[config.mk]
export PLATFORM = sky130hd
export DESIGN_NAME = control_unit
export DESIGN_NICKNAME = d
export VERILOG_FILES = /design/src/decode_pkg.sv /design/src/control_unit.sv
export SDC_FILE = /design/constraint.sdc
export NUM_CORES = 1
export LEC_CHECK = 0
export BUFFER_PORTS_ARGS = -buffer_cell sky130_fd_sc_hd__buf_2
export CORE_MARGIN = 2
export CORE_UTILIZATION = 30
export DETAILED_ROUTE_END_ITERATION = 8
export GPL_ROUTABILITY_DRIVEN = 0
export MAX_ROUTING_LAYER = met4
export PLACE_DENSITY = 0.83
export SLEW_MARGIN = 0
export SYNTH_ARGS = -nofsm -noshare
export SYNTH_HDL_FRONTEND = slang
export SYNTH_SLANG_ARGS = --single-unit
[constraint.sdc]
create_clock -name vclk -period 0.95
set_clock_uncertainty 0.1 [all_clocks]
set_input_delay 0.095 -clock vclk [all_inputs]
set_output_delay 0.095 -clock vclk [all_outputs]
set_load 0.02 [all_outputs]
[src/decode_pkg.sv]
`default_nettype none

package decode_pkg;

  // completion buffer depth is 2**ROB_IDX_W entries
  parameter int ROB_IDX_W = 4;

  typedef logic [31:0] word_t;
  typedef logic [4:0] reg_idx_t;
  typedef logic [ROB_IDX_W-1:0] rob_idx_t;

  // both carry funct3 unchanged
  typedef logic [2:0] branch_type_t;
  typedef logic [2:0] load_type_t;

  // rv32i major opcodes handled by this stage
  typedef enum logic [6:0] {
    LUI     = 7'b0110111,
    AUIPC   = 7'b0010111,
    JAL     = 7'b1101111,
    JALR    = 7'b1100111,
    BRANCH  = 7'b1100011,
    LOAD    = 7'b0000011,
    STORE   = 7'b0100011,
    IMMED   = 7'b0010011,
    REGREG  = 7'b0110011,
    MISCMEM = 7'b0001111
  } opcode_t;

  typedef enum logic [3:0] {
    ALU_ADD, ALU_SUB, ALU_SLL, ALU_SLT, ALU_SLTU,
    ALU_XOR, ALU_SRL, ALU_SRA, ALU_OR, ALU_AND
  } alu_op_t;

  typedef enum logic {
    ARITH_S     = 1'b0,
    LOADSTORE_S = 1'b1
  } fu_type_t;

  typedef enum logic [1:0] {
    SRC_A_RS1, SRC_A_IMM_S, SRC_A_PC, SRC_A_ZERO
  } src_a_sel_t;

  typedef enum logic [1:0] {
    SRC_B_RS1, SRC_B_RS2, SRC_B_IMM_OR_SHAMT, SRC_B_IMM_U
  } src_b_sel_t;

  typedef enum logic [1:0] {
    W_ALU, W_PC4, W_IMM_U
  } w_src_t;

  // all ones never decodes as a real instruction
  localparam word_t HALT_INSTR = 32'hffff_ffff;

endpackage

`default_nettype wire
[src/control_unit.sv]
`default_nettype none

module control_unit import decode_pkg::*; (
  input  word_t        instr,
  output opcode_t      opcode,
  output reg_idx_t     reg_rs1,
  output reg_idx_t     reg_rs2,
  output reg_idx_t     reg_rd,
  output alu_op_t      alu_op,
  output fu_type_t     fu_type,
  output src_a_sel_t   source_a_sel,
  output src_b_sel_t   source_b_sel,
  output logic         imm_shamt_sel,
  output w_src_t       w_src,
  output logic         wen,
  output logic         jump,
  output logic         j_sel,
  output logic         branch,
  output branch_type_t branch_type,
  output logic         dren,
  output logic         dwen,
  output load_type_t   load_type,
  output logic         ifence,
  output logic         halt_instr,
  output logic         illegal
);

  logic [2:0] funct3;
  logic       alt_op;
  alu_op_t    arith_op;

  assign opcode  = opcode_t'(instr[6:0]);
  assign reg_rd  = instr[11:7];
  assign funct3  = instr[14:12];
  assign reg_rs1 = instr[19:15];
  assign reg_rs2 = instr[24:20];
  // funct7 bit 5 picks sub and sra
  assign alt_op  = instr[30];

  assign branch_type = funct3;
  assign load_type   = funct3;
  assign halt_instr  = (instr == HALT_INSTR);

  // shared alu decode for reg-reg and reg-imm forms
  always_comb begin
    case (funct3)
      3'b000:  arith_op = alt_op ? ALU_SUB : ALU_ADD;
      3'b001:  arith_op = ALU_SLL;
      3'b010:  arith_op = ALU_SLT;
      3'b011:  arith_op = ALU_SLTU;
      3'b100:  arith_op = ALU_XOR;
      3'b101:  arith_op = alt_op ? ALU_SRA : ALU_SRL;
      3'b110:  arith_op = ALU_OR;
      default: arith_op = ALU_AND;
    endcase
  end

  always_comb begin
    alu_op        = ALU_ADD;
    fu_type       = ARITH_S;
    source_a_sel  = SRC_A_RS1;
    source_b_sel  = SRC_B_RS2;
    imm_shamt_sel = 1'b0;
    w_src         = W_ALU;
    wen           = 1'b0;
    jump          = 1'b0;
    j_sel         = 1'b0;
    branch        = 1'b0;
    dren          = 1'b0;
    dwen          = 1'b0;
    ifence        = 1'b0;
    illegal       = 1'b0;

    case (opcode)
      REGREG: begin
        alu_op = arith_op;
        wen    = 1'b1;
      end
      IMMED: begin
        // no subtract form for immediates
        alu_op        = (funct3 == 3'b000) ? ALU_ADD : arith_op;
        source_b_sel  = SRC_B_IMM_OR_SHAMT;
        imm_shamt_sel = (funct3 == 3'b001) || (funct3 == 3'b101);
        wen           = 1'b1;
      end
      LUI: begin
        source_a_sel = SRC_A_ZERO;
        source_b_sel = SRC_B_IMM_U;
        w_src        = W_IMM_U;
        wen          = 1'b1;
      end
      AUIPC: begin
        // pc + upper immediate, summed in execute
        source_a_sel = SRC_A_PC;
        source_b_sel = SRC_B_IMM_U;
        wen          = 1'b1;
      end
      JAL: begin
        jump  = 1'b1;
        j_sel = 1'b1;
        w_src = W_PC4;
        wen   = 1'b1;
      end
      JALR: begin
        jump  = 1'b1;
        w_src = W_PC4;
        wen   = 1'b1;
      end
      BRANCH: begin
        alu_op = ALU_SUB;
        branch = 1'b1;
      end
      LOAD: begin
        fu_type      = LOADSTORE_S;
        source_b_sel = SRC_B_IMM_OR_SHAMT;
        dren         = 1'b1;
        wen          = 1'b1;
      end
      STORE: begin
        fu_type      = LOADSTORE_S;
        source_a_sel = SRC_A_IMM_S;
        source_b_sel = SRC_B_RS1;
        dwen         = 1'b1;
      end
      MISCMEM: begin
        // plain fence is a nop here, only fence.i matters
        ifence = (funct3 == 3'b001);
      end
      default: begin
        illegal = ~halt_instr;
      end
    endcase
  end

endmodule

`default_nettype wire

Word level (Yosys, flattened, before mapping). Cells that the tools add are included.

Eq/ne operators: 17. Mux-type cells: 18. Bitwise gates (word level): 1. Reductions and logical operators: 8.

Operator list (number): $eq 32x32->1 const B (1); $pmux 4 s7 (1); $eq 7x6->1 const B (3); $eq 7x7->1 const B (3); $eq 7x5->1 const B (2); $mux 1 (12); $pmux 2 s3 (2); $pmux 4 s3 (1); $reduce_or 10->1 (1); $eq 3x3->1 const B (3); $reduce_or 2->1 (4); $eq 7x2->1 const B (1); $eq 7x4->1 const B (1); $reduce_or 7->1 (1); $eq 3x2->1 const B (2); $mux 4 (1); $pmux 2 s2 (1); $eq 3x1->1 const B (1); $logic_not 3->1 (1); $logic_or 1x1->1 (1); $not 1->1 (1).

Bits in registers: 0. Output and inout bits: 49. Logic and storage cells: 44.

Longest topological paths before layout.
Word-level depth: 4. Mapped depth: 5. Mapped depth without buffers: 4.

Least setup slack after synthesis. Ideal clock, no wire load.

Kind: in2out. From: in instr[3]. To: out dwen. Data arrival time: 1.166 ns. Data required time: 0.755 ns. Slack: -0.411 ns. Stages: 3. Buffers on the path: 0. Cell sequence: nand4bb_4 nor3_1 and2_2.

Word-level cells in the longest chain between the ends: 2.

RTL lines: start: declaration (line control_unit.sv:4) `input word_t instr,`; $eq 7x6->1 (line control_unit.sv:74) `case (opcode)`; $mux 1 (line control_unit.sv:74); end: declaration (line control_unit.sv:21) `output logic dwen,`.

No other way between the ends.

Final worst setup path.
From: in instr[6]. To: out imm_shamt_sel.

Word-level cells in the longest chain between the ends: 2.

RTL lines: $eq 7x5->1 (line control_unit.sv:74); $mux 1 (line control_unit.sv:74); end: declaration (line control_unit.sv:13) `output logic imm_shamt_sel,`.

No other way between the ends.

==> summary by stage <==
Synthesis
The cell area that synthesis handed to floorplanning was 620.6 um^2. After synthesis, the netlist uses 30 different library cells. The Yosys warning count is 0. The sequential share of the synthesized area is 0%. In the synthesized netlist, the number of instances is 91. In this run the mean area of a mapped cell was 6.820 um^2.

When the netlist entered floorplanning its net count stood at 123.

Pwr
Cell internal power was estimated by the tool at 269.7 uW. Per report_power, the sequential group accounts for 0% of the total. The analysis attributes to net switching a power of 286.9 uW. The switching share of power is 51.54%. The static leakage power is 0.0007343 uW. Across the VDD grid, the largest voltage drop is 273.8 uV. Combinational logic is responsible for 100.0% of the overall power.

The power per cell area is 377.7 mW/mm^2. In this run, the clock network consumes 0% of the power.

Routing
The routed metal-1 wirelength is 1006 um. Summed over all nets, wire length on met3 after detailed routing comes to 118 um. In the routed layout, each cell is associated on average with a via count of 4.694.

Once detail routing completed, the nets flagged for antenna violations numbered 0. The sum of met2 wire segment lengths after detailed routing is 1470 um. The length of the first detailed-routing pass in iterations is 4. The first routing iteration left 8 violations. The total detailed-routing wirelength is 2611 um. The detailed router used layers up to and including met4. The final routed DRC violation total is 0. The average wire length per cell after detail routing is 13.32 um.

The via count of the routed design is 920.

Timing
The final number of hold-violating endpoints was 0. The setup slack after layout is -0.3040 ns. Setup violations remaining at the end of the flow were counted as 21. The post-route fraction of the period consumed by the critical path is 132.0%.

The highest achievable clock rate is 797.4 MHz. The max-slew headroom at the worst pin is 80.08%. The final period demand of the worst path is 1.254 ns.

The count of pins over their slew limit is 0. Setup repair after global routing could not meet its margin everywhere. The summed negative setup slack over all endpoints is -4.059 ns. For the pin with the worst max-slew slack, the measured transition is 0.2988 ns. The worst hold slack is 0.3078 ns.

Run status
The run finished, with violations left. The final reports fail on setup timing.

Setup path
By startpoint and endpoint, the worst setup path is classified as in2out. The category of the worst setup path capture point is a primary output. STA puts the critical path data arrival time at 1.06 ns. Data on the critical path is required at its endpoint by 0.75 ns. The highest fanout seen on the critical path is 5. The startpoint type of the worst setup path is an input pin.

GRT
Global routing used 20.82% of the available tracks across all layers. The initial antenna violation count is 0. The first global-routing pass estimated 4002 um of wire. The total overflow left after global routing is 0. Entering global routing, the biggest net connects 8 pins. The number of global-route vias before repair came to 869.

Cells and area
The layout has 0 clock buffers. The sequential cells in the finished layout cover a total of 0 um^2. The repair_antennas step left the layout with diodes totalling 0. The growth of design area from synthesis to finish is 137.5%. The number of nets in the layout is 203. There are 0 flip-flops and latches.

After filler insertion, the fill cell instance count of the layout stands at 146. Cells with a size suffix above 1 make up 83.43% of the layout.

Placement
The worst slack at placement is -0.4384 ns. The number of port buffers is 81. The placed wire-length estimate is 1741 um.

Floorplan
The count of pins on the block boundary is 81. The floorplan core area is 0.001962 mm^2. The die is 49.48 um wide. The starting density of the core is 31.63%. The die covers 0.002448 mm^2. The count of standard-cell rows is 16. The die is 49.48 um tall.

Job
Max-cap violations in this run came to 0.

Min path
The path class of the tightest hold or removal check is in2out.
-- cells in the final DEF (no fill, tap or decap) --
cell	n
sky130_fd_sc_hd__a211oi_1	1
sky130_fd_sc_hd__nand2_1	5
sky130_fd_sc_hd__nand4_1	6
sky130_fd_sc_hd__a31oi_1	1
sky130_fd_sc_hd__a21oi_2	1
sky130_fd_sc_hd__o32a_1	1
sky130_fd_sc_hd__nor2b_1	1
sky130_fd_sc_hd__mux2_4	1
sky130_fd_sc_hd__a21o_1	1
sky130_fd_sc_hd__o21ai_0	1
sky130_fd_sc_hd__nor2_1	3
sky130_fd_sc_hd__nand3_1	1
sky130_fd_sc_hd__buf_6	32
sky130_fd_sc_hd__nor4_2	1
sky130_fd_sc_hd__nand2_4	4
sky130_fd_sc_hd__nor2b_4	1
sky130_fd_sc_hd__a221o_1	1
sky130_fd_sc_hd__and4bb_1	1
sky130_fd_sc_hd__nor3b_4	1
sky130_fd_sc_hd__nor3_2	2
sky130_fd_sc_hd__buf_4	25
sky130_fd_sc_hd__buf_8	2
sky130_fd_sc_hd__and2_4	3
sky130_fd_sc_hd__nor2_4	5
sky130_fd_sc_hd__o21bai_4	2
sky130_fd_sc_hd__buf_2	48
sky130_fd_sc_hd__and2b_2	1
sky130_fd_sc_hd__a21oi_4	2
sky130_fd_sc_hd__and3_1	1
sky130_fd_sc_hd__nand2_2	1
sky130_fd_sc_hd__buf_12	2
sky130_fd_sc_hd__or2_4	1
sky130_fd_sc_hd__nor3_1	1
sky130_fd_sc_hd__nand2b_1	3
sky130_fd_sc_hd__nor3_4	3
sky130_fd_sc_hd__or2_2	1
sky130_fd_sc_hd__nand4bb_4	1
sky130_fd_sc_hd__nor4_4	1
-- cell usage after synthesis (2+ instances only) --
master | n | area share [%]
sky130_fd_sc_hd__nand2_1 | 8 | 4.8
sky130_fd_sc_hd__nor4_1 | 2 | 2.0
sky130_fd_sc_hd__nor2b_1 | 2 | 2.0
sky130_fd_sc_hd__nand4_1 | 6 | 6.0
sky130_fd_sc_hd__nand2b_1 | 3 | 3.0
sky130_fd_sc_hd__or2_2 | 2 | 2.0
sky130_fd_sc_hd__nand2_2 | 2 | 2.0
sky130_fd_sc_hd__buf_4 | 30 | 36
sky130_fd_sc_hd__and2_1 | 2 | 2.0
sky130_fd_sc_hd__a21oi_1 | 3 | 2.4
sky130_fd_sc_hd__nor2_1 | 7 | 4.2
sky130_fd_sc_hd__nor3_1 | 5 | 4.0
sky130_fd_sc_hd__o21bai_1 | 2 | 2.4
-- through the flow --
step / instance area [um^2] / power, uW / instances / util, %
final: 1474 / 556.7 / 196 / 75.13
after global routing: 1474 / 590.0 / 196 / 75.13
after CTS: 1371 / 526.9 / 193 / 69.90
after detailed placement: 1037 / 425.0 / 184 / 52.87
after global placement: 1037 / 415.9 / 184 / 52.87
after floorplan: 723.2 / 298.5 / 91 / -
-- worst max-delay path, cell delays in order --
cell	delay [ns]
sky130_fd_sc_hd__buf_8	0.10
sky130_fd_sc_hd__nand4bb_4	0.24
sky130_fd_sc_hd__nor2_4	0.15
sky130_fd_sc_hd__nand2_4	0.12
sky130_fd_sc_hd__nor3_2	0.18
sky130_fd_sc_hd__buf_4	0.17
-- path summary, 6_finish.rpt --
check | start | end | slack, ns | cells past startpoint
max | instr[6] | imm_shamt_sel | -0.30 | 6
min | instr[24] | reg_rs2[4] | 0.31 | 2
-- area by class of cell --
class | instances | area [um^2] | area share [%]
multi-input cells | 60 | 581.8 | 39.47
repair buffers | 109 | 858.3 | 58.23
well taps | 27 | 33.78 | 2.292
-- per-layer routing --
metal / up-vias / track usage, %
met5: - / -
met3: 2 / 1.212
li1: 451 / -
met4: 0 / 0
met1: 430 / 24.54
met2: 37 / 40.99
-- power by group through the flow --
stage          logic, uW  clock network (uW)  registers, uW
2_1_floorplan        298                   0              0
3_3_place_gp         416                   0              0
3_5_place_dp         425                   0              0
4_1_cts              527                   0              0
5_1_grt              590                   0              0
6_report             557                   0              0
-- timing repair --
action / 4_1_cts / 5_1_grt
hold buffers: 0 / 0
setup endpoints to repair: 21 / 21
resized for setup: 76 / 16
setup buffers: 9 / 3
pin swaps: 21 / 12
endpoints found under the hold margin: 0 / 0
-- cells by family after synthesis --
logic type             after synthesis  synth area share [%]
and+or+nand+nor                     48                 47.78
buffers and inverters               31                 38.11
AOI/OAI and AO/OA                   11                 12.30
muxes                                1                 1.814
(Power assumes the default switching activity.)
