## config.mk

```make
export PLATFORM = sky130hd
export DESIGN_NAME = operand_select
export DESIGN_NICKNAME = d
export VERILOG_FILES = /design/src/decode_pkg.sv /design/src/operand_select.sv
export SDC_FILE = /design/constraint.sdc
export NUM_CORES = 1
export LEC_CHECK = 0
export CAP_MARGIN = 0
export CORE_AREA = 4 4 174 176
export DETAILED_ROUTE_END_ITERATION = 8
export DIE_AREA = 0 0 178 180
export DONT_BUFFER_PORTS = 1
export PLACE_DENSITY = 0.35
export REMOVE_ABC_BUFFERS = 1
export SLEW_MARGIN = 5
export SYNTH_ARGS = -nofsm -noshare
export SYNTH_HDL_FRONTEND = slang
export SYNTH_SLANG_ARGS = --single-unit
```

## constraint.sdc

```tcl
create_clock -name vclk -period 1.6
set_clock_uncertainty 0.2 [all_clocks]
set_input_delay 0.16 -clock vclk [all_inputs]
set_output_delay 0.16 -clock vclk [all_outputs]
set_load 0.05 [all_outputs]
```

## src/decode_pkg.sv

```systemverilog
`default_nettype none

package decode_pkg;

  // completion buffer depth is 2**ROB_IDX_W entries
  parameter int ROB_IDX_W = 4;

  typedef logic [31:0] word_t;
  typedef logic [4:0] reg_idx_t;
  typedef logic [ROB_IDX_W-1:0] rob_idx_t;

  // both carry funct3 unchanged
  typedef logic [2:0] branch_type_t;
  typedef logic [2:0] load_type_t;

  // rv32i major opcodes handled by this stage
  typedef enum logic [6:0] {
    LUI     = 7'b0110111,
    AUIPC   = 7'b0010111,
    JAL     = 7'b1101111,
    JALR    = 7'b1100111,
    BRANCH  = 7'b1100011,
    LOAD    = 7'b0000011,
    STORE   = 7'b0100011,
    IMMED   = 7'b0010011,
    REGREG  = 7'b0110011,
    MISCMEM = 7'b0001111
  } opcode_t;

  typedef enum logic [3:0] {
    ALU_ADD, ALU_SUB, ALU_SLL, ALU_SLT, ALU_SLTU,
    ALU_XOR, ALU_SRL, ALU_SRA, ALU_OR, ALU_AND
  } alu_op_t;

  typedef enum logic {
    ARITH_S     = 1'b0,
    LOADSTORE_S = 1'b1
  } fu_type_t;

  typedef enum logic [1:0] {
    SRC_A_RS1, SRC_A_IMM_S, SRC_A_PC, SRC_A_ZERO
  } src_a_sel_t;

  typedef enum logic [1:0] {
    SRC_B_RS1, SRC_B_RS2, SRC_B_IMM_OR_SHAMT, SRC_B_IMM_U
  } src_b_sel_t;

  typedef enum logic [1:0] {
    W_ALU, W_PC4, W_IMM_U
  } w_src_t;

  // all ones never decodes as a real instruction
  localparam word_t HALT_INSTR = 32'hffff_ffff;

endpackage

`default_nettype wire
```

## src/operand_select.sv

```systemverilog
`default_nettype none

module operand_select import decode_pkg::*; (
  input  src_a_sel_t source_a_sel,
  input  src_b_sel_t source_b_sel,
  input  w_src_t     w_src,
  input  logic       j_sel,
  input  word_t      rs1_data,
  input  word_t      rs2_data,
  input  word_t      pc,
  input  word_t      pc4,
  input  word_t      imm_s_ext,
  input  word_t      imm_or_shamt,
  input  word_t      imm_u,
  input  word_t      imm_i_ext,
  input  word_t      imm_j_ext,
  output word_t      port_a,
  output word_t      port_b,
  output word_t      wdata,
  output word_t      j_base,
  output word_t      j_offset
);

  always_comb begin
    case (source_a_sel)
      SRC_A_RS1:   port_a = rs1_data;
      SRC_A_IMM_S: port_a = imm_s_ext;
      SRC_A_PC:    port_a = pc;
      default:     port_a = '0;
    endcase
  end

  always_comb begin
    case (source_b_sel)
      SRC_B_RS1:          port_b = rs1_data;
      SRC_B_RS2:          port_b = rs2_data;
      SRC_B_IMM_OR_SHAMT: port_b = imm_or_shamt;
      default:            port_b = imm_u;
    endcase
  end

  // alu results are written back from execute, not from here
  always_comb begin
    case (w_src)
      W_PC4:   wdata = pc4;
      W_IMM_U: wdata = imm_u;
      default: wdata = '0;
    endcase
  end

  // jal is pc relative, jalr is register relative
  assign j_base   = j_sel ? pc : port_a;
  assign j_offset = j_sel ? imm_j_ext : imm_i_ext;

endmodule

`default_nettype wire

```

* Word level (Yosys, flattened, before mapping)
Cells that the tools add are included.
Widths: inputs -> output; s select.
** Storage, ports and cells
- Latch bits :: 0
- Word-level logic and storage cells :: 13
- Output and inout port bits :: 160
- ROM bits :: 0
- Bits in registers :: 0
- Memories kept :: 0
- RAM bits :: 0
** Operators by class
- Divide/modulo/power cells :: 0
- Shift operators :: 0
- Eq/ne operators :: 6
- $lt $le $gt $ge :: 0
- Bitwise operators :: 0
- Add/sub/neg operators :: 0
- Multipliers :: 0
- Reductions and logical operators :: 2
- Multiplexer cells :: 5
** Operators by type and width (number)
- $pmux 32 s3 :: 2
- $mux 32 :: 2
- $pmux 32 s2 :: 1
- $eq 2x1->1 const B :: 3
- $eq 2x2->1 const B :: 3
- $logic_not 2->1 :: 2

* Depth between registers and ports, before layout
Gate-level depths: netlist of the first run.
- Depth after elaboration :: 3
- Mapped depth :: 5

* Least setup slack after synthesis of the first run
No wires, ideal clock.
- Kind :: input to output
- From :: in w_src[0]
- To :: out wdata[10]
- Slack :: -229 ps
- Arrival time :: 1469 ps
- Stages :: 5
- Path buffers :: 1
- Path through :: inv_1 > ha_1 > clkbuf_1 > a22oi_1 > nor2_1
** On the way
- Longest elaborated chain between the ends :: 2
- Elaborated cells between the ends (all ways) :: 3
** Ends and longest elaborated chain
- start: declaration :: line operand_select.sv:6 : input w_src_t w_src,
- $eq 2x2->1 / $eq 2x1->1 (equally long branches) :: line operand_select.sv:44 : case (w_src)
- $pmux 32 s2 * :: line operand_select.sv:44
- end: declaration :: line operand_select.sv:19 : output word_t wdata,
Mark *: on every way between the ends. The rest lies on a longest branch, timed or not.

* Worst setup path in the final report of the first run
- From :: in j_sel
- To :: out j_base[21]
** On the way
- Longest elaborated chain between the ends :: 1
** Ends and longest elaborated chain
- start: declaration :: line operand_select.sv:7 : input logic j_sel,
- $mux 32 :: line operand_select.sv:52 : assign j_base = j_sel ? pc : port_a;
- end: declaration :: line operand_select.sv:20 : output word_t j_base,
No other way between the ends.

==> results of run 1 <==
Yosys cell counts, drive strengths merged (5+ instances only):
library cell	n	area share (%)
a22oi	32	6.5
nand4	32	5.4
nand2	32	3.3
nand3b	32	6.5
mux2	32	9.8
mux2i	32	8.7
nor2	32	3.3
buf	32	6.4
or4b	32	8.7
clkbuf	31	3.2
o2bb2ai	32	7.6
or4bb	5	1.5
nand4bb	27	8.3
mux4	32	20
through the flow:
stage          instance area [sq um]  hold slack [ns]  std cells
2_1_floorplan                   3320            0.398        357
3_3_place_gp                    5440            0.360        845
3_5_place_dp                    5440            0.363        845
4_1_cts                         5440            0.363        845
5_1_grt                         5440            0.361        847
6_report                        5440            0.355        848
routing by layer:
| metal | track usage [%] | vias up | wire length, um |
|---|---|---|---|
| li1 | - | 1814 | - |
| met1 | 12.6 | 2054 | 7250 |
| met2 | 22.9 | 349 | 11300 |
| met3 | 3.51 | 42 | 2480 |
| met4 | 3.34 | 6 | 657 |
| met5 | 0 | - | 38 |
worst max path at each step:
stage                    start          to  slack, ns
3_3_place_gp   source_a_sel[0]  j_base[25]       0.17
5_1_grt               w_src[0]   wdata[29]       0.11
2_1_floorplan         w_src[0]    wdata[0]      -0.47
4_1_cts               w_src[0]    wdata[5]       0.17
6_report                 j_sel  j_base[21]       0.10
3_5_place_dp          w_src[0]    wdata[5]       0.17
cells by family after synthesis:
kind of cell / after synthesis / share of synthesized area, %
muxes: 96 / 38.1
AOI/OAI and AO/OA: 64 / 14.2
buffers and inverters: 65 / 9.80
adders and majority gates: 2 / 0.681
and+or+nand+nor: 193 / 37.2
cells in the final DEF (no fill, tap or decap):
cell type | netlist | routed
buf_12 | 0 | 68
nor2_1 | 32 | 32
nand4bb_1 | 27 | 27
o2bb2ai_1 | 32 | 32
a22oi_1 | 32 | 32
or4b_1 | 32 | 32
ha_1 | 2 | 2
inv_1 | 2 | 2
mux4_2 | 32 | 32
and2b_2 | 0 | 1
nand2_1 | 32 | 32
nand4_1 | 32 | 32
nand3b_1 | 32 | 32
mux2i_1 | 32 | 32
diode_2 | 0 | 3
buf_4 | 4 | 36
mux2_1 | 32 | 32
or4bb_1 | 5 | 5
cell type report:
class	instances	area share (%)
Tap cell	384	8.83
Multi-Input combinational cell	355	60.9
Inverter	2	0.138
Timing Repair Buffer	104	30.0
Antenna cell	3	0.138
power groups by stage:
stage	Combinational [uW]	Clock (uW)	Sequential (uW)
after floorplan	1810	0	0
after global placement	2730	0	0
after detailed placement	2730	0	0
after CTS	2730	0	0
after global routing	2800	0.000168	0
final	2720	0.000252	0
==> results by group, run 1 <==
Drt
  – Number of design-rule violations left by the first detailed-router iteration: ~230
  – Number of iterations in the first detailed-routing pass: 5
  – WL final: about 22 mm
  – Count of vias placed by the detailed router: around 4300
  – Vias per cell: 5.03
  – Routed wirelength normalized by instance count: between 20 and 30 um
  – Antenna-violating nets left: 0
  – DRC: 0

Worst setup path
  – Signal arrival time at the worst endpoint: about 1.1 ns
  – Delay-heaviest family, CP: simple AND/OR/NAND/NOR gates
  – Worst path required time: approximately 1.2 ns
  – Worst-path fanout max: approximately 130
  – Logic depth of the worst path, buffers included: 3
  – Kind of start point of the critical path: primary input
  – Crit Path Class: in -> out
  – Buffering stage count on the worst path with inverters included: 1
  – Largest stage delay on the critical path: between 0.5 and 0.6 ns
  – Kind of capture point of the worst setup path: primary output
  – Critical Path Slowest Stage Cell: or4b_1
  – Cell Chain, Critical Path: or4b_1 > nand4_1 > buf_12

Global route
  – Number of global-route vias before repair: about 4300
  – Combined global-route utilization of all metal layers: between 10% and 20%
  – Gr ovfl total: 0
  – Number of antenna violations at the first check in global routing: 5
  – Wire length of the first global-routing pass: around 30 mm
  – Maximum number of pins on one net before global-route repair: 130

Floorplan
  – Initial cell density of the core: between 10% and 20%
  – CORE AREA: approximately 29000 sq um
  – Overall die area: 32000 sq um
  – Die X: approximately 180 um
  – Number of standard-cell rows in the floorplan: 62
  – Count of pins on the block boundary: about 460
  – Die Height: roughly 180 um

Min path
  – Hold/Removal Path Class: in -> out
  – Hold wc startpoint: source_a_sel[0]
  – Worst min-delay path endpoint: port_a[24]
  – Number of cells on the worst hold path: 2

Job
  – Max Cap Viol: 0

Pwr
  – Net switching fraction of the power: 62.0%
  – Share of power burned in registers: 0%
  – PnR Total Power: approximately 2700 uW
  – Fraction of power consumed by the clock network: 0%
  – Switching power of the nets: 1680 uW
  – Peak ir drop on the vdd network: about 0.16 mV
  – P per Cell Area: about 500 nW/um^2
  – Standby leakage power: around 0.0019 uW
  – Part of the power in combinational logic: between 90% and 100%
  – Internal power: 1030 uW

Layout
  – Total area of multi-input combinational cells: 3320 sq um
  – Fill count: 3108
  – Storage cell area: 0 sq um
  – Seq_cells: 0
  – Final Util: a little under a fifth
  – Layout area overhead: 48.1%
  – Fraction of final layout cells with drive strength greater than 1: between 20% and 30%
  – Total Nets Final: 760
  – Clkbuf count: 0

Synth
  – Gate count after technology mapping: 420
  – Number of distinct library cells after synthesis: 20
  – Part of the Yosys area used for sequential elements: 0%
  – Netlist area before placement: ~3700 sq um
  – Syn_area_per_cell: roughly 8.8 sq um
  – Synth Warn #: 0

Timing
  – Hold Vio Cnt, Final: 0
  – Transition time of the tightest slew-check pin: slightly above 0.5 ns
  – Final-layout setup total negative slack: 0 ns
  – RSZ-0062 raised after global routing: false
  – Final setup fails: 0
  – Part of the cycle the worst path needs: between 90% and 100%
  – Period minus WS final: 1.50 ns
  – Final Max Slew Viols: 0
  – Timing-limited maximum frequency: between 600 and 700 MHz
  – Final worst slack: 0.103 ns
  – Worst relative slew slack: approximately 66%

Placement
  – Total of buffers placed on input and output ports: 0
  – Global placer's final weighted congestion: 0.831
  – Pre-CTS setup slack: roughly 0.17 ns
  – Detailed-placement wirelength estimate: approximately 18 mm

Clock tree
  – Number of cells upsized or downsized after cts: 0
  – Number of buffers inserted for hold repair after clock tree synthesis: 0
  – Number of post-CTS setup repair buffers: 0

Status
  – Outcome: finished, final reports clean
Note: power is estimated with default switching activity, not from simulation.
==> run 2, diff against run 1 <==
CELL_PAD_IN_SITES_DETAIL_PLACEMENT = 1   (was not set)
CELL_PAD_IN_SITES_GLOBAL_PLACEMENT = 2   (was not set)
CORE_AREA = 4 4 175 177   (was 4 4 174 176)
DIE_AREA = 0 0 179 181   (was 0 0 178 180)
PLACE_DENSITY = 0.44   (was 0.35)
==> results by group, run 2 (synthesized netlist as in run 1, its figures left out) <==
Floorplan
  – Die Height: 181 um (was 180 um)
  – Overall die area: 32400 sq um (was 32000 sq um)
  – Number of standard-cell rows in the floorplan: 63 (was 62)
  – Initial cell density of the core: 12.6% (was 12.8%)
  – Count of pins on the block boundary: 455 (unchanged)
  – Die X: 179 um (was 178 um)
  – CORE AREA: 29200 sq um (was 28600 sq um)

Min path
  – Worst min-delay path endpoint: port_a[20] (was port_a[24])
  – Number of cells on the worst hold path: 2 (unchanged)
  – Hold wc startpoint: source_a_sel[0] (unchanged)
  – Hold/Removal Path Class: in -> out (unchanged)

Layout
  – Total Nets Final: 759 (was 760)
  – Layout area overhead: 48.9% (was 48.1%)
  – Fraction of final layout cells with drive strength greater than 1: 30.0% (was 29.7%)
  – Most frequent standard cell in the layout excluding fill and tap cells: buf_12 (unchanged)
  – Seq_cells: 0 (unchanged)
  – Final std cells w/o fill: 853 (was 848)
  – Leading cell types in the layout, fill and taps excluded: buf_12 (70), buf_4 (33) (was buf_12 (68), buf_4 (36))
  – Storage cell area: 0 sq um (unchanged)
  – Clkbuf count: 0 (unchanged)

Drt
  – Number of iterations in the first detailed-routing pass: 4 (was 5)
  – Count of vias placed by the detailed router: 4195 (was 4265)
  – DRC: 0 (unchanged)
  – Antenna-violating nets left: 0 (unchanged)
  – WL final: 22.4 mm (was 21.7 mm)
  – Number of design-rule violations left by the first detailed-router iteration: 159 (was 234)
  – Vias per cell: 4.92 (was 5.03)
  – Routed wirelength normalized by instance count: 26.3 um (was 25.6 um)

Global route
  – Gr ovfl total: 0 (unchanged)
  – Wire length of the first global-routing pass: 30.8 mm (was 29.6 mm)
  – Number of antenna violations at the first check in global routing: 10 (was 5)
  – Combined global-route utilization of all metal layers: 12.4% (was 12.0%)
  – Number of global-route vias before repair: 4528 (was 4324)
  – Maximum number of pins on one net before global-route repair: 130 (unchanged)

Timing
  – Timing-limited maximum frequency: 674 MHz (was 668 MHz)
  – Final Max Slew Viols: 0 (unchanged)
  – Final setup fails: 0 (unchanged)
  – Part of the cycle the worst path needs: 92.8% (was 93.5%)
  – Final worst slack: 0.116 ns (was 0.103 ns)
  – RSZ-0062 raised after global routing: false (unchanged)
  – Period minus WS final: 1.48 ns (was 1.50 ns)
  – Hold Vio Cnt, Final: 0 (unchanged)
  – Worst relative slew slack: 65.7% (was 66.1%)
  – Transition time of the tightest slew-check pin: 0.516 ns (was 0.510 ns)

Worst setup path
  – Worst-path fanout max: 129 (was 128)
  – Worst path required time: 1.24 ns (about the same)
  – Cell Chain, Critical Path: or4b_1 > nand4_1 > buf_12 (unchanged)
  – Crit Path Class: in -> out (unchanged)
  – Buffering stage count on the worst path with inverters included: 1 (unchanged)
  – Largest stage delay on the critical path: 0.57 ns (was 0.54 ns)
  – Kind of start point of the critical path: primary input (unchanged)
  – Signal arrival time at the worst endpoint: 1.12 ns (was 1.14 ns)
  – Critical Path Slowest Stage Cell: or4b_1 (unchanged)
  – Kind of capture point of the worst setup path: primary output (unchanged)
  – Delay-heaviest family, CP: simple AND/OR/NAND/NOR gates (unchanged)

Placement
  – Total instance count after detailed placement: 850 (was 845)
  – Total of buffers placed on input and output ports: 0 (unchanged)
  – Detailed-placement wirelength estimate: 18.4 mm (was 17.7 mm)
  – Pre-CTS setup slack: 0.130 ns (was 0.172 ns)
  – Global placer's final weighted congestion: 0.823 (was 0.831)

Status
  – Outcome: finished, final reports clean (unchanged)

Clock tree
  – Number of cells upsized or downsized after cts: 0 (unchanged)
  – Number of buffers inserted for hold repair after clock tree synthesis: 0 (unchanged)
  – Number of post-CTS setup repair buffers: 0 (unchanged)

Pwr
  – P per Cell Area: 503 nW/um^2 (was 499 nW/um^2)
  – Standby leakage power: 0.00191 uW (about the same)
  – Peak ir drop on the vdd network: 0.176 mV (was 0.164 mV)

Job
  – Max Cap Viol: 0 (unchanged)
==> run 2: cell types whose count changed in the layout (fill, tap and decap cells not counted), sizes merged <==
cell	delta
buf	-1
==> run 2: layout make-up <==
class                      count  area (sq um)
fill                        3394         23800
multi-input combinational    355          3320
timing repair buffer         103          1650
tap                          390           488
inverter                       2          7.51
antenna                        3          7.51
==> run 2: per-layer routing <==
layer  vias up  GRT usage (%)  wire length (um)
met1      2043           12.3              7160
met3        28           5.31              2980
li1       1816              -                 -
met4        12           2.49               401
met5         -              0                88
met2       296           23.7             11800
==> run 2: worst max-delay path by stage <==
stage / endpoint / start / depth (start not counted) / slack (ns)
floorplan: wdata[0] / w_src[0] / 4 / -0.47
global placement: wdata[26] / w_src[0] / 5 / 0.14
detailed placement: wdata[17] / w_src[0] / 5 / 0.13
CTS: wdata[17] / w_src[0] / 5 / 0.12
global route: wdata[10] / w_src[0] / 6 / 0.05
finish: j_base[9] / source_a_sel[0] / 3 / 0.12
==> run 2: power breakdown <==
part / internal [uW] / switching [uW]
sequential: 0 / 0
combinational: 1040 / 1710
clock: 0.000252 / 0
==> run 2: stage by stage <==
stage | power, uW | cell area (sq um) | utilization, % | setup TNS, ns | hold WS (ns)
2_1_floorplan | 1810 | 3320 | - | -18.54 | 0.398
3_3_place_gp | 2770 | 5470 | 18.7 | 0 | 0.361
3_5_place_dp | 2780 | 5470 | 18.7 | 0 | 0.370
4_1_cts | 2780 | 5470 | 18.7 | 0 | 0.372
5_1_grt | 2840 | 5470 | 18.7 | 0 | 0.369
6_report | 2750 | 5470 | 18.7 | 0 | 0.375
==> run 3, diff against run 2 <==
ABC_AREA = 1   (was not set)
CORE_AREA = 4 4 176 178   (was 4 4 175 177)
DIE_AREA = 0 0 180 182   (was 0 0 179 181)
SLEW_MARGIN = not set   (was 5)
==> results by group, run 3 <==
Status
  – Outcome: finished, final reports clean (unchanged)

Job
  – Max Cap Viol: 0 (unchanged)

Pwr
  – Standby leakage power: 0.00269 uW (was 0.00191 uW)
  – PnR Total Power: 3280 uW (was 2750 uW)
  – Fraction of power consumed by the clock network: 0% (about the same)
  – Switching power of the nets: 2000 uW (was 1710 uW)
  – P per Cell Area: 563 nW/um^2 (was 503 nW/um^2)
  – Internal power: 1270 uW (was 1040 uW)
  – Peak ir drop on the vdd network: 0.174 mV (was 0.176 mV)
  – Part of the power in combinational logic: 100.0% (about the same)
  – Share of power burned in registers: 0% (about the same)
  – Net switching fraction of the power: 61.2% (was 62.2%)

Timing
  – Part of the cycle the worst path needs: 88.8% (was 92.8%)
  – Final setup fails: 0 (unchanged)
  – Worst relative slew slack: 81.7% (was 65.7%)
  – Period minus WS final: 1.42 ns (was 1.48 ns)
  – Hold Vio Cnt, Final: 0 (unchanged)
  – Timing-limited maximum frequency: 704 MHz (was 674 MHz)
  – Transition time of the tightest slew-check pin: 0.274 ns (was 0.516 ns)
  – Final worst slack: 0.180 ns (was 0.116 ns)
  – RSZ-0062 raised after global routing: false (unchanged)
  – Final Max Slew Viols: 0 (unchanged)

Drt
  – Number of design-rule violations left by the first detailed-router iteration: 190 (was 159)
  – Number of iterations in the first detailed-routing pass: 4 (unchanged)
  – DRC: 0 (unchanged)
  – WL final: 25.9 mm (was 22.4 mm)
  – Routed wirelength normalized by instance count: 22.2 um (was 26.3 um)
  – Antenna-violating nets left: 0 (unchanged)
  – Vias per cell: 4.24 (was 4.92)
  – Count of vias placed by the detailed router: 4950 (was 4195)

Layout
  – Most frequent standard cell in the layout excluding fill and tap cells: nand2_1 (was buf_12)
  – Fraction of final layout cells with drive strength greater than 1: 25.5% (was 30.0%)
  – Storage cell area: 0 sq um (unchanged)
  – Layout area overhead: 112% (was 48.9%)
  – Seq_cells: 0 (unchanged)
  – Leading cell types in the layout, fill and taps excluded: nand2_1 (417), buf_12 (114), nand3_1 (96), buf_4 (72) (was buf_12 (70), buf_4 (33))
  – Total Nets Final: 1076 (was 759)
  – Post-layout instance area: 5820 sq um (was 5470 sq um)
  – Antenna diode instance count: 0 (was 3)
  – Clkbuf count: 0 (unchanged)

Synth
  – Cell with the most instances after synthesis: nand2_1
  – Part of the Yosys area used for sequential elements: 0% (unchanged)
  – Synth Warn #: 0 (unchanged)
  – Fraction of post-synthesis cell area in the top cell type by area: 56.9% (was 19.6%)
  – Top cell type by total area after synthesis: nand2_1 (was mux4_2)
  – Syn_area_per_cell: 4.28 sq um (was 8.75 sq um)
  – Number of distinct library cells after synthesis: 15 (was 20)
  – Leading cell types by total area after synthesis: nand2_1 (57%), nand3_1 (17%), nand4_1 (7.3%) (was mux4_2 (20%), mux2_1 (9.8%), mux2i_1 (8.7%))
  – Gate count after technology mapping: 642 (was 420)
  – Commonest cells in the netlist: nand2_1 (417), nand3_1 (96), a21oi_1 (32), nand4_1 (32), buf_2 (29)
  – Netlist area before placement: 2750 sq um (was 3680 sq um)

Global route
  – Combined global-route utilization of all metal layers: 14.6% (was 12.4%)
  – Number of global-route vias before repair: 5405 (was 4528)
  – Gr ovfl total: 0 (unchanged)
  – Wire length of the first global-routing pass: 36.9 mm (was 30.8 mm)
  – Maximum number of pins on one net before global-route repair: 66 (was 130)
  – Number of antenna violations at the first check in global routing: 1 (was 10)

Clock tree
  – Number of cells upsized or downsized after cts: 0 (unchanged)
  – Number of buffers inserted for hold repair after clock tree synthesis: 0 (unchanged)
  – Number of post-CTS setup repair buffers: 0 (unchanged)

Floorplan
  – Die X: 180 um (was 179 um)
  – CORE AREA: 29400 sq um (was 29200 sq um)
  – Die Height: 182 um (was 181 um)
  – Count of pins on the block boundary: 455 (unchanged)
  – Initial cell density of the core: 9.35% (was 12.6%)
  – Overall die area: 32800 sq um (was 32400 sq um)
  – Number of standard-cell rows in the floorplan: 63 (unchanged)

Placement
  – Post-detailed-placement cell area: 5820 sq um (was 5470 sq um)
  – Global placer's final weighted congestion: 0.893 (was 0.823)
  – Total of buffers placed on input and output ports: 0 (unchanged)
  – Pre-CTS setup slack: 0.179 ns (was 0.130 ns)
  – Detailed-placement wirelength estimate: 21.6 mm (was 18.4 mm)

Worst setup path
  – Worst path required time: 1.24 ns (about the same)
  – Kind of capture point of the worst setup path: primary output (unchanged)
  – Kind of start point of the critical path: primary input (unchanged)
  – Signal arrival time at the worst endpoint: 1.06 ns (was 1.12 ns)
  – Crit Path Class: in -> out (unchanged)
  – Worst-path fanout max: 30 (was 129)

Min path
  – Hold/Removal Path Class: in -> out (unchanged)
run 3: final timing paths:
kind           from            to  slack, ns  cells after the start
max        w_src[0]     wdata[17]       0.18                      5
min   imm_i_ext[18]  j_offset[18]       0.39                      3
run 3: layout make-up:
type | count | area, sq um
Fill cell | 3644 | 23600
Inverter | 8 | 30.0
Multi-Input combinational cell | 583 | 2480
Tap cell | 390 | 488
Timing Repair Buffer | 186 | 2820
run 3: worst max-delay path: stages:
cell,delay (ns)
inv_1,0.05
ha_2,0.29
buf_12,0.18
a21oi_1,0.15
buf_4,0.22
run 3: per-layer routing:
layer,global-route usage (%),share of wire (%)
met4,1.10,0.70
met3,4.03,8.9
met5,0,0
met1,17.5,40
met2,27.2,50
run 3: metrics by stage:
| step | hold slack (ns) | cells | util (%) | setup TNS, ns |
|---|---|---|---|---|
| global placement | 0.384 | 1167 | 19.8 | 0 |
| global route | 0.395 | 1167 | 19.8 | 0 |
| detailed placement | 0.388 | 1167 | 19.8 | 0 |
| CTS | 0.388 | 1167 | 19.8 | 0 |
| finish | 0.386 | 1167 | 19.8 | 0 |
| floorplan | 0.438 | 591 | - | -37.20 |
run 3: logic make-up (layout without fill, tap and decap cells):
family                   after synthesis  count (layout)  share of synthesized area, %
AO/OA/AOI/OAI                         32              32                          5.82
buffers and inverters                 59             194                          10.6
AND/OR/NAND/NOR                      549             549                          82.7
adder cells (fa/ha/maj)                2               2                         0.910
run 3: power groups by stage:
stage | logic, uW | registers (uW) | clock network, uW
2_1_floorplan | 1710 | 0 | 0
3_3_place_gp | 3310 | 0 | 0
3_5_place_dp | 3320 | 0 | 0
4_1_cts | 3320 | 0 | 0
5_1_grt | 3430 | 0 | 0
6_report | 3280 | 0 | 0
